### src/rtl/ic_pkg.sv
// Instruction cache package holding the cache geometry, address fields and shared types
`default_nettype none

package ic_pkg;

   localparam int ADDR_W       = 16;
   localparam int P_LINE       = 4;                    // 16-byte lines
   localparam int P_SETS       = 4;
   localparam int NUM_WAYS     = 2;
   localparam int P_WIN_BYTES  = 3;                    // Two instructions per fetch
   localparam int WIN_W        = 8 << P_WIN_BYTES;
   localparam int BUS_W        = 32;
   localparam int BEATS        = (1 << P_LINE) / (BUS_W / 8);
   localparam int WIN_PER_LINE = 1 << (P_LINE - P_WIN_BYTES);

   // Address split is tag | set | window | byte
   localparam int TAG_W        = ADDR_W - P_SETS - P_LINE;
   localparam int PAY_AW       = P_SETS + P_LINE - P_WIN_BYTES;
   localparam int BEAT_W       = $clog2(BEATS);
   localparam int WIN_IDX_W    = $clog2(WIN_PER_LINE);

   typedef logic [TAG_W-1:0]    tag_t;
   typedef logic [P_SETS-1:0]   set_t;
   typedef logic [ADDR_W-1:0]   paddr_t;
   typedef logic [WIN_W-1:0]    win_t;
   typedef logic [NUM_WAYS-1:0] way_vec_t;

   typedef struct packed {
      tag_t tag;
      logic valid;
   } tag_entry_t;

   typedef enum logic [2:0] {
      BOOT,
      IDLE,
      REPLACE,
      REFILL,
      INVALIDATE,
      RELOAD
   } ic_state_t;

endpackage

`default_nettype wire

### src/rtl/ic_ctrl.sv
// Instruction cache control FSM with boot sweep, round-robin replacement and RAM port muxing
`default_nettype none

module ic_ctrl
   import ic_pkg::*;
(
   input  wire logic                  clk,
   input  wire logic                  i_rst_n,
   input  wire logic                  i_inv_we,
   input  wire paddr_t                i_inv_addr,
   input  wire paddr_t                i_addr,
   input  wire logic                  i_s1_valid,
   input  wire logic                  i_hit,
   input  wire paddr_t                i_s2_addr,
   input  wire logic                  i_win_we,
   input  wire logic [WIN_IDX_W-1:0]  i_win_idx,
   input  wire logic                  i_refill_done,
   output logic                       o_stall,
   output logic                       o_tag_re,
   output way_vec_t                   o_tag_we,
   output set_t                       o_set,
   output tag_entry_t                 o_tag_wdata,
   output logic [PAY_AW-1:0]          o_pay_addr,
   output way_vec_t                   o_pay_we,
   output logic                       o_req,
   output logic                       o_refilling
);

   ic_state_t         state;
   ic_state_t         state_nxt;
   set_t              boot_cnt;
   way_vec_t          rr_way;       // Next way to replace
   way_vec_t          victim;
   logic              miss;
   logic              miss_pend;    // Miss seen together with an invalidate
   set_t              inv_set;
   logic [PAY_AW-1:0] last_rd;      // Stage-1 RAM address for the reload

   assign miss = i_s1_valid & ~i_hit;

   always_comb
      begin
         state_nxt = state;
         case (state)
            BOOT:
               if (boot_cnt == '1)
                  state_nxt = IDLE;
            IDLE:
               if (i_inv_we)
                  state_nxt = INVALIDATE;
               else if (miss)
                  state_nxt = REPLACE;
            REPLACE:
               state_nxt = REFILL;
            REFILL:
               if (i_refill_done)
                  state_nxt = RELOAD;
            INVALIDATE:
               state_nxt = miss_pend ? REPLACE : RELOAD;
            RELOAD:
               state_nxt = IDLE;
            default:
               state_nxt = IDLE;
         endcase
      end

   always_ff @(posedge clk or negedge i_rst_n)
      begin
         if (!i_rst_n)
            begin
               state     <= BOOT;
               boot_cnt  <= '0;
               rr_way    <= way_vec_t'(1);
               victim    <= '0;
               miss_pend <= 1'b0;
            end
         else
            begin
               state <= state_nxt;
               if (state == BOOT)
                  boot_cnt <= boot_cnt + 1'b1;
               if (state == REPLACE)
                  begin
                     rr_way <= {rr_way[NUM_WAYS-2:0], rr_way[NUM_WAYS-1]};
                     victim <= rr_way;   // Payload writes follow the tag write
                  end
               if (state == IDLE)
                  miss_pend <= i_inv_we & miss;
            end
      end

   always_ff @(posedge clk)
      begin
         if (state == IDLE && i_inv_we)
            inv_set <= i_inv_addr[P_LINE +: P_SETS];
         if (o_tag_re)
            last_rd <= o_pay_addr;
      end

   // Tag RAM address
   always_comb
      begin
         case (state)
            BOOT:       o_set = boot_cnt;
            INVALIDATE: o_set = inv_set;
            REPLACE:    o_set = i_s2_addr[P_LINE +: P_SETS];
            RELOAD:     o_set = last_rd[PAY_AW-1 -: P_SETS];
            default:    o_set = i_addr[P_LINE +: P_SETS];
         endcase
      end

   // Window RAM address
   always_comb
      begin
         case (state)
            REFILL:  o_pay_addr = {i_s2_addr[P_LINE +: P_SETS], i_win_idx};
            RELOAD:  o_pay_addr = last_rd;
            default: o_pay_addr = i_addr[P_WIN_BYTES +: PAY_AW];
         endcase
      end

   // Boot and invalidate write an empty entry
   always_comb
      begin
         o_tag_wdata = '0;
         if (state == REPLACE)
            begin
               o_tag_wdata.tag   = i_s2_addr[ADDR_W-1 -: TAG_W];
               o_tag_wdata.valid = 1'b1;
            end
      end

   assign o_tag_we = (state == BOOT || state == INVALIDATE) ? '1 :
                     (state == REPLACE)                     ? rr_way : '0;
   assign o_pay_we = (state == REFILL && i_win_we) ? victim : '0;

   assign o_stall     = (state != IDLE);
   assign o_tag_re    = ~o_stall | (state == RELOAD);
   assign o_req       = (state == REPLACE);
   assign o_refilling = (state == REFILL);

endmodule

`default_nettype wire

### config.mk
export PLATFORM = sky130hd
export DESIGN_NAME = ic_ctrl
export DESIGN_NICKNAME = d
export VERILOG_FILES = /design/src/rtl/ic_pkg.sv /design/src/rtl/ic_ctrl.sv
export SDC_FILE = /design/constraint.sdc
export NUM_CORES = 1
export LEC_CHECK = 0
export BUFFER_PORTS_ARGS = -buffer_cell sky130_fd_sc_hd__buf_2
export CAP_MARGIN = 20
export CORE_MARGIN = 8
export CORE_UTILIZATION = 40
export CTS_CLUSTER_SIZE = 10
export DETAILED_ROUTE_END_ITERATION = 10
export PLACE_DENSITY = 0.75
export RECOVER_POWER = 25
export SLEW_MARGIN = 20
export SYNTH_ARGS = -nofsm -noshare
export SYNTH_HDL_FRONTEND = slang
export SYNTH_SLANG_ARGS = --single-unit
### constraint.sdc
create_clock -name clk -period 2.2 [get_ports clk]
set_clock_uncertainty 0.1 [all_clocks]
set_input_delay 0.44 -clock clk [delete_from_list [all_inputs] [get_ports clk]]
set_output_delay 0.44 -clock clk [all_outputs]
set_load 0.02 [all_outputs]
After elaboration in Yosys (flattened, before gate mapping) --
Index checks and enable logic that the tools add are counted.
Storage, ports and cells: output and inout port bits 26, bits of input ports 56, flip-flop bits (word level) 21
Operators by class: reductions and logical operators 5, equal/unequal tests 10, add/sub/neg operators 1, bitwise gates (word level) 5, muxes and demuxes 12
Operator list (number):
- 4-bit case mux with 4 select lines | 1
- 3-bit two-way mux | 5
- 3-bit case mux with 5 select lines | 1
- 5-bit case mux with 2 select lines | 1
- 9-bit two-way mux | 1
- 3-bit by 2-bit equality test with 1-bit output (second input constant) | 2
- 3-bit equality test (second input constant) | 2
- 2-bit two-way mux | 3
- 4-bit by 1-bit adder with 4-bit output (second input constant) | 1
- 4-bit equality test (second input constant) | 1
- 2-bit != test (second input constant) | 2
- 3-bit by 1-bit equality test with 1-bit output (second input constant) | 1
- 3-bit zero test | 1
- 3-bit by 1-bit != test with 1-bit output (second input constant) | 1
- 3-bit != test (second input constant) | 1
- 3-bit AND reduction | 1
- 1-bit bitwise AND | 2
- 1-bit logical AND | 2
- 1-bit inverter | 2
- 1-bit logical OR | 1
- 1-bit bitwise OR | 1

Logic depth before layout (Yosys ltp) --
Gate-level depths: netlist of run 1.
depth after elaboration 5, depth in mapped cells 6

Least setup slack after synthesis of run 1 --
OpenSTA, ideal clock, no wires.
kind register to output, start point reg state[2], end point out o_pay_addr[0], buffers on the path 2, data arrival time 1.358 ns, setup slack 0.302 ns, required time 1.660 ns, cell stages (with the launch flop) 6, cells stage by stage dfrtp_1 buf_4 inv_1 clkbuf_1 o22ai_1 a21oi_1
Between the ends: longest elaborated chain between the ends 2, elaborated cells between the ends (all ways) 3
RTL lines:
- start: declaration | RTL line ic_ctrl.sv:29 | ic_state_t state;
- start signal: assignment | RTL line ic_ctrl.sv:79 | state <= state_nxt;
- 3-bit equality test or 3-bit by 2-bit equality test with 1-bit output (tied branches) | RTL line ic_ctrl.sv:115 | case (state)
- 5-bit case mux with 2 select lines * | RTL line ic_ctrl.sv:115
- end: declaration | RTL line ic_ctrl.sv:23 | output logic [PAY_AW-1:0] o_pay_addr,
Mark *: on every way between the ends. The rest lies on a longest branch, timed or not.

Final worst setup path of run 1 --
start point reg state[1], end point out o_pay_addr[3]
Same word-level chain as after synthesis.

==> results of run 1 <==
[cell usage after synthesis (2+ instances only)]
library cell and n:
nor2b_1 7, buf_2 6, a211oi_1 4, inv_1 6, nand3_1 3, o21ai_0 11
xnor2_1 2, mux2i_1 4, edfxtp_1 9, clkbuf_1 2, mux2_2 5, a31oi_1 2
nand2_1 8, nor2_1 6, or2_2 5, buf_4 4, and2_1 8, dfrtp_1 10
a21oi_1 7, o22ai_1 9, nand2b_1 2, nor3_1 2, or3_1 5, o311ai_0 5
[per-layer routing]
layer / up-vias / global-route usage [%]
met2: 54 / 23.4
met1: 672 / 16.2
met3: 11 / 3.96
li1: 670 / -
met5: - / 0
met4: 0 / 6.87
[per-stage QoR]
step | hold WS [ns] | worst slack [ns] | util [%]
finish | 0.216 | -0.00584 | 60.5
floorplan | 0.0444 | 0.302 | -
CTS | 0.196 | -0.0184 | 55.6
detailed placement | 0.221 | 0.150 | 50.8
global route | 0.181 | -0.0450 | 60.5
global placement | 0.216 | 0.161 | 50.8
[kinds of logic (layout without fill, tap and decap cells)]
kind of cell / after synthesis / after routing / share of synthesized area (%)
adders and majority gates: 1 / 1 / 0.939
xor gates and xnor gates: 3 / 3 / 1.97
muxes: 9 / 9 / 7.23
AOI/OAI and AO/OA: 41 / 41 / 19.2
buffers and inverters: 19 / 93 / 7.61
DFF: 20 / 20 / 41.0
and+or+nand+nor: 51 / 51 / 22.0
[registers in the layout, indices dropped and copies added (netlist names)]
signal,flops
rr_way,1
miss_pend,1
state,3
victim,2
boot_cnt,4
inv_set,4
last_rd,5
[power breakdown]
part | leakage, nW | switching, W | internal [W] | total (W)
logic | 0.652 | 0.000957 | 0.000888 | 0.00184
registers | 0.218 | 0.000133 | 0.000564 | 0.000697
clock network | 0.0150 | 0.000109 | 0.0000705 | 0.000180
[area by class of cell]
type / count / area, sq um
fill: 285 / 1290
multi-input combinational: 105 / 738
tap: 46 / 57.6
inverter: 6 / 30.0
clock buffer: 4 / 26.3
timing repair buffer: 83 / 568
sequential: 20 / 551
[path summary, 6_finish.rpt]
kind	startpoint	to	slack [ns]	depth (start not counted)
max	state[1]	o_pay_addr[3]	-0.006	5
min	i_inv_addr[5]	inv_set[1]	0.22	1
max reg2reg	state[1]	boot_cnt[1]	0.36	4
min reg2reg	rr_way[0]	rr_way[0]	0.40	2
max in group asynchronous	i_rst_n	state[0]	1.00	2
min in group asynchronous	i_rst_n	victim[0]	0.56	2
[timing repair]
action | in CTS | in global routing
setup buffers | 9 | 10
cloned | 1 | 0
gates resized for setup | 10 | 24
hold buffers | 1 | 0
hold endpoints to repair | 10 | 0
setup endpoints to repair | 17 | 17
pin swaps | 0 | 2
[worst max-delay path: stages, from the launching register on]
cell and delay [ns]:
dfrtp_2 0.48, buf_12 0.16, or3_1 0.38, o311ai_2 0.09, a21oi_2 0.09, buf_4 0.17
==> impl_metrics.py, run 1 <==
metrics = {
    "outcome": {
        "outcome": "complete, but fails checks",
        "violations": "setup timing",
    },
    "yosys": {
        "synth_top_area_cell": "edfxtp_1",
        "seq_area_frac_synth_pct": 41.0,
        "synth_ff_type": "dfrtp_1",
        "synth_nets": 201,
        "yosys_register_bits": 20,
        "synth_edf_count": 9,
        "synth_top_area_share_pct": 20.3,
        "synthDistinctLibCells": 36,
        "ys_warn_count": 0,
        "syn_area_sq_um": 1330,
        "synth_async_sr_flop_share_pct": 55.0,
        "synthCells": 144,
        "synth.top_cells.by_area": "edfxtp_1 20%, dfrtp_1 19%, mux2_2 4.2%",
        "syn_area_per_cell_sq_um": 9.25,
    },
    "global_routing": {
        "grt_pass1_wl_mm": 6.07,
        "track_usage_pct": 14.1,
        "grt_overflow": 0,
        "antenna_found_initial": 0,
        "grt_start_max_net_pins": 17,
        "grt_pass1_vias": 1325,
    },
    "routing": {
        "wl_mm": 4.19,
        "wl_met3_microns": 269,
        "routed.top_layer": "met4",
        "via_per_inst": 5.33,
        "postRouteAntennaNets": 0,
        "met1_length_mm": 1.65,
        "met2_length_mm": 2.19,
        "drtIter0Drc": 95,
        "wl_per_cell_microns": 15.9,
        "vias": 1407,
        "firstDrtPassIters": 4,
        "post-route-drc-count": 0,
    },
    "sta": {
        "finalMaxSlewViolations": 0,
        "tightest_slew_ns": 0.606,
        "worst_slack_ns": -0.00584,
        "rsz0062_at_grt": "true",
        "max_freq_ghz": 0.453,
        "period_needed_ns": 2.21,
        "period_share_pct": 100,
        "setup_viol": 1,
        "hold_viol": 0,
        "tns_ns": -0.00584,
        "maxSlewHeadroom_pct": 59.6,
    },
    "critical_path": {
        "cp_max_fo": 8,
        "start_kind": "flip-flop",
        "criticalPathCategory": "reg -> out",
        "worstPathRequired_ns": 1.66,
        "endpoint_kind": "primary output",
        "crit_arrival_ns": 1.67,
    },
    "placement": {
        "dp_hpwl_mm": 2.77,
        "placement.cell_area_sq_um": 1650,
        "placed_cells": 239,
        "gp_congestion": 0.815,
        "port_buffers": 54,
    },
    "clock_tree": {
        "root_buffer": "clkbuf_4",
        "cts_made_buffers": 3,
        "clock_path_buffers": 2,
        "cts_sinks": 20,
        "cts.clk_slew.worst_paths_ns": 0.11,
        "clock_latency_ns": 0.30,
        "cts-htree-levels": 1,
        "cts_tree": "yes",
    },
    "die": {
        "core_area_sq_um": 3260,
        "io_pins": 82,
        "initial_core_util_pct": 40.9,
        "rows": 21,
        "die_h_microns": 73.7,
        "die_w_microns": 73.7,
        "die_area_sq_um": 5430,
    },
    "power": {
        "finalPower_w": 0.00272,
        "power-per-cell-area_nw_per_um2": 1380,
        "p_leak_nw": 0.886,
        "peakVddDrop_v": 0.000773,
    },
    "flow_run": {
        "maxCapViolCount": 0,
    },
    "layout": {
        "finalNetCount": 276,
        "layout.cells.non_filler": 264,
        "design_area_sq_um": 1970,
        "syn2layout_area_growth_pct": 47.9,
        "final_cell_mix": "47 x buf_2, 25 x buf_4, 11 x o21ai_0, 9 x edfxtp_1",
        "layout_commonest_cell": "buf_2",
        "drive_gt1_share_pct": 51.4,
        "antenna-diode-count": 0,
    },
    "min_path": {
        "hold_path.class": "in -> reg",
    },
}
No activity file was read; power rests on OpenSTA's default activity.
==> run 2: changes to the inputs <==
SETUP_SLACK_MARGIN = 0.02   (was default)
==> run 2 against run 1 <==
Net effect:
- the flow still finishes with violations (setup timing)
- count of clock-buffer cells in the layout unchanged
- largest power group unchanged
- sequential share of layout area decreased by 1.1 points
- combinational power increased by 6%
- worst setup slack got worse by 0.0017 ns
- global-route usage increased by 0.20 points
- sequential cell count unchanged
==> impl_metrics.py, run 2 (synthesis results as in run 1) <==
metrics = {
    "layout": {
        "multi_input_area_sq_um": 779,
        "design_area_sq_um": 2050,
        "layout_commonest_cell": "buf_2",
        "largest-register": "last_rd",
        "final_cell_mix": "39 x buf_2, 35 x buf_4, 10 x o21ai_0, 9 x edfxtp_1",
        "layout.cells.non_filler": 266,
        "top_regs": "last_rd x5, boot_cnt x4, inv_set x4",
        "drive_gt1_share_pct": 53.6,
        "finalNetCount": 278,
        "syn2layout_area_growth_pct": 53.9,
        "fillers": 267,
        "antenna-diode-count": 0,
        "seq_area_sq_um": 551,
        "largest_reg_flops": 5,
    },
    "die": {
        "rows": 21,
        "die_area_sq_um": 5430,
        "io_pins": 82,
        "initial_core_util_pct": 40.9,
        "die_h_microns": 73.7,
        "die_w_microns": 73.7,
        "core_area_sq_um": 3260,
    },
    "routing": {
        "drtIter0Drc": 103,
        "via_per_inst": 5.32,
        "postRouteAntennaNets": 0,
        "firstDrtPassIters": 4,
        "vias": 1416,
        "wl_mm": 4.26,
        "post-route-drc-count": 0,
        "wl_per_cell_microns": 16.0,
    },
    "sta": {
        "setup_viol": 2,
        "rsz0062_at_grt": "true",
        "finalMaxSlewViolations": 0,
        "worst_slack_ns": -0.00752,
        "tightest_slew_ns": 0.616,
        "period_needed_ns": 2.21,
        "max_freq_ghz": 0.453,
        "maxSlewHeadroom_pct": 58.9,
        "tns_ns": -0.0116,
        "period_share_pct": 100,
        "hold_viol": 0,
    },
    "flow_run": {
        "maxCapViolCount": 0,
    },
    "critical_path": {
        "criticalPathCategory": "reg -> out",
        "endpoint_kind": "primary output",
        "crit_arrival_ns": 1.67,
        "cp_max_fo": 5,
        "worstPathRequired_ns": 1.66,
        "max_stage_delay_ns": 0.48,
        "crit_chain": "buf_6, mux2_4, mux2i_1, o22ai_1, buf_4",
        "start_kind": "flip-flop",
        "crit_slowest_cell": "dfrtp_2",
    },
    "clock_tree": {
        "cts_made_buffers": 3,
        "cts_sinks": 20,
        "cts.clk_slew.worst_paths_ns": 0.12,
        "clock_latency_ns": 0.31,
        "cts-htree-levels": 1,
        "clock_path_buffers": 2,
        "cts_tree": "yes",
        "root_buffer": "clkbuf_4",
    },
    "placement": {
        "dp_hpwl_mm": 2.77,
        "placement.cell_area_sq_um": 1650,
        "port_buffers": 54,
        "placed_cells": 239,
        "gp_congestion": 0.815,
    },
    "global_routing": {
        "grt_pass1_vias": 1320,
        "grt_pass1_wl_mm": 6.13,
        "track_usage_pct": 14.3,
        "grt_start_max_net_pins": 17,
        "grt_overflow": 0,
        "antenna_found_initial": 0,
    },
    "power": {
        "power-per-cell-area_nw_per_um2": 1390,
        "p_leak_nw": 0.909,
        "peakVddDrop_v": 0.000732,
    },
    "min_path": {
        "hold_path.class": "in -> reg",
    },
    "outcome": {
        "violations": "setup timing",
        "outcome": "complete, but fails checks",
    },
}
## run 2: cell types whose count changed in the layout (fill, tap and decap cells not counted), sizes merged
cell  previous run  this run
buf             80        82
## run 2: metal layers
layer | global-route usage, % | vias up | routed length, microns
met5 | 0 | - | 0
met4 | 4.88 | 0 | 70
met3 | 3.68 | 8 | 261
met2 | 25.2 | 58 | 2210
met1 | 16.2 | 672 | 1710
li1 | - | 678 | -
## run 2: repair_timing
action                                  4_1_cts  5_1_grt
gates resized for setup                      15       36
endpoints found under the setup margin       20       17
endpoints found under the hold margin        10        0
hold buffers                                  1        0
buffers inserted                             14        6
gates cloned                                  1        1
pin swaps                                     0        1
## run 2: critical path: cells and delay by family (launching register included)
| kind | cells | cell delay [ns] |
|---|---|---|
| multiplexers | 2 | 0.44 |
| flip-flops | 1 | 0.48 |
| AO/OA/AOI/OAI | 1 | 0.12 |
| buffers and inverters | 2 | 0.32 |
## run 2: metrics by stage
stage | setup WS [ns] | total power [W] | util, % | hold slack [ns]
after global placement | 0.161 | 0.00204 | 50.8 | 0.216
after CTS | 0.00566 | 0.00252 | 57.1 | 0.196
after global routing | -0.0605 | 0.00301 | 62.9 | 0.182
after floorplan | 0.302 | 0.00166 | - | 0.0444
final | -0.00752 | 0.00285 | 62.9 | 0.213
after detailed placement | 0.150 | 0.00206 | 50.8 | 0.221
## run 2: power breakdown
group,switching (W),internal [W]
registers,0.000144,0.000564
logic,0.000990,0.000963
clock network,0.000114,0.0000707
## run 2: area by class of cell
cell class | instances | area share, %
Sequential cell | 20 | 26.8
Multi-Input combinational cell | 105 | 38.0
Tap cell | 46 | 2.81
Inverter | 6 | 1.46
Timing Repair Buffer | 85 | 29.6
Clock buffer | 4 | 1.28
## run 2: path summary, 6_finish.rpt
check | startpoint | endpoint | slack (ns) | depth (start not counted)
worst max-delay path | state[1] | o_set[2] | -0.008 | 5
max in group asynchronous | i_rst_n | state[0] | 1.00 | 2
min in group asynchronous | i_rst_n | victim[0] | 0.55 | 2
worst min-delay path | i_inv_addr[5] | inv_set[1] | 0.21 | 1
worst min register to register | boot_cnt[3] | boot_cnt[3] | 0.40 | 1
worst max register to register | state[1] | state[2] | 0.41 | 5
==> run 3: changes to the inputs <==
==> constraint.sdc (replaced) <==
create_clock -name clk -period 2.2 [get_ports clk]
set_clock_uncertainty 0.1 [all_clocks]
set_input_delay 0 -clock clk [delete_from_list [all_inputs] [get_ports clk]]
set_output_delay 0 -clock clk [all_outputs]
set_load 0.02 [all_outputs]
==> run 3 against run 2 <==
Net effect:
- critical endpoint is now o_set[3]
- the flow now finishes without violations
- worst setup slack improved by 0.24 ns
- largest cell class unchanged
- hold slack worse by 0.19 ns
- sequential cell count did not move
==> impl_metrics.py, run 3 (synthesis results as in run 1) <==
metrics = {
    "clock_tree": {
        "clock_path_buffers": 2,
        "cts-htree-levels": 1,
        "cts_tree": "yes",
        "root_buffer": "clkbuf_4",
        "clock_latency_ns": 0.30,
        "cts_sinks": 20,
        "cts_made_buffers": 3,
        "cts.clk_slew.worst_paths_ns": 0.11,
    },
    "layout": {
        "layout_commonest_cell": "buf_2",
        "finalNetCount": 264,
        "drive_gt1_share_pct": 35.9,
        "top_regs": "last_rd x5, boot_cnt x4, inv_set x4",
        "fin_util_pct": 53.7,
        "largest-register": "last_rd",
        "antenna-diode-count": 0,
        "syn2layout_area_growth_pct": 31.4,
        "final_cell_mix": "53 x buf_2, 11 x o21ai_0, 10 x dfrtp_1, 10 x dlygate4sd3_1",
        "largest_reg_flops": 5,
    },
    "die": {
        "die_h_microns": 73.7,
        "die_w_microns": 73.7,
        "rows": 21,
        "core_area_sq_um": 3260,
        "die_area_sq_um": 5430,
        "initial_core_util_pct": 40.9,
        "io_pins": 82,
    },
    "power": {
        "swShare_pct": 46.9,
        "pwr-share-clk_pct": 8.3,
        "intPower_w": 0.00116,
        "p_leak_nw": 0.777,
        "power-per-cell-area_nw_per_um2": 1250,
        "seq_power_share_pct": 32.3,
        "peakVddDrop_v": 0.000566,
        "switchingPower_w": 0.00103,
        "p_comb_share_pct": 59.5,
    },
    "critical_path": {
        "r2r-start": "state[0]",
        "path_buf_inv": 2,
        "criticalPathCategory": "reg -> out",
        "reg2reg_setup_slack_ns": 0.36,
        "worstPathRequired_ns": 2.10,
        "max_stage_delay_ns": 0.60,
        "r2r_cells": 3,
        "path_delay_family": "flip-flops",
        "start_kind": "flip-flop",
        "crit_arrival_ns": 1.87,
        "worstReg2RegEnd": "boot_cnt[1]",
        "crit_slowest_cell": "dfrtp_1",
        "crit_chain": "buf_4, mux2_2, mux2i_1, o22ai_1, buf_2",
        "endpoint_kind": "primary output",
        "cp_max_fo": 13,
    },
    "routing": {
        "wl_mm": 3.56,
        "post-route-drc-count": 0,
        "postRouteAntennaNets": 0,
        "via_per_inst": 5.04,
        "firstDrtPassIters": 4,
        "drtIter0Drc": 49,
        "vias": 1270,
        "wl_per_cell_microns": 14.1,
    },
    "global_routing": {
        "gr-usage-met3_pct": 3.96,
        "grt_overflow": 0,
        "track_usage_pct": 13.6,
        "grt_start_max_net_pins": 16,
        "grt_use_met2_pct": 22.8,
        "grt_pass1_wl_mm": 5.87,
        "antenna_found_initial": 0,
        "grt-busiest-layer": "met2",
        "grt_pass1_vias": 1215,
        "grt_use_met1_pct": 16.5,
    },
    "flow_run": {
        "maxCapViolCount": 0,
    },
    "outcome": {
        "outcome": "complete, no violations",
    },
    "sta": {
        "setup_viol": 0,
        "tightest_slew_ns": 0.568,
        "finalMaxSlewViolations": 0,
        "rsz0062_at_grt": "false",
        "max_freq_ghz": 0.508,
        "hold_viol": 0,
        "period_share_pct": 89.5,
        "maxSlewHeadroom_pct": 62.1,
        "period_needed_ns": 1.97,
        "tns_ns": 0,
    },
    "min_path": {
        "hold_path.class": "in -> reg",
        "hold_start": "i_hit",
        "whs_path_depth": 4,
        "min_to": "state[1]",
    },
    "placement": {
        "gp_congestion": 0.863,
        "dp_hpwl_mm": 2.74,
        "port_buffers": 54,
    },
}
-- run 3: area by class of cell --
class | instances | area, sq um
clock inverters | 1 | 3.75
clock buffers | 3 | 22.5
repair buffers | 71 | 418
multi-input cells | 105 | 679
well taps | 46 | 57.6
inverters | 6 | 22.5
fillers | 328 | 1510
flip-flops and latches | 20 | 547
-- run 3: routing by layer --
| metal | vias up | share of wire [%] |
|---|---|---|
| met5 | - | 0 |
| met4 | 0 | 0.95 |
| met3 | 4 | 3.3 |
| met2 | 25 | 52 |
| met1 | 597 | 44 |
| li1 | 644 | - |
-- run 3: per-stage QoR --
step	worst slack, ns	power (W)	hold slack, ns	area, sq um	instances
final	0.231	0.00219	0.0261	1750	252
after global routing	0.0780	0.00236	0.0274	1750	252
after CTS	0.218	0.00222	0.0176	1760	252
after detailed placement	0.506	0.00202	-0.222	1630	238
after global placement	0.536	0.00200	-0.218	1630	238
after floorplan	0.392	0.00166	-0.396	1330	144
-- run 3: worst max path at each step --
stage                     startpoint             to  slack (ns)  cells after the start
final                       state[1]       o_set[3]        0.23                      5
after global routing        state[0]  o_pay_addr[2]        0.08                      5
after CTS                   state[1]       o_set[3]        0.22                      5
after detailed placement    state[1]     last_rd[1]        0.51                      4
after global placement      state[1]     last_rd[4]        0.54                      2
after floorplan             state[1]     last_rd[0]        0.39                      4
-- run 3: repair_timing --
item / CTS / global route
hold buffers: 10 / 0
hold endpoints to repair: 18 / 0
gates resized for setup: 0 / 0
setup buffers: 0 / 0
-- run 3: worst register-to-register path: stages, from the launching register on --
cell,delay (ns)
dfrtp_1,0.55
buf_4,0.26
nor3_1,0.43
mux2_2,0.39
-- run 3: power by group through the flow --
stage / Combinational [W] / Sequential [W] / Clock [W]
after floorplan: 0.00103 / 0.000628 / 0
after global placement: 0.00129 / 0.000713 / 0
after detailed placement: 0.00130 / 0.000720 / 0
after CTS: 0.00132 / 0.000707 / 0.000185
after global routing: 0.00143 / 0.000730 / 0.000198
final: 0.00130 / 0.000707 / 0.000181
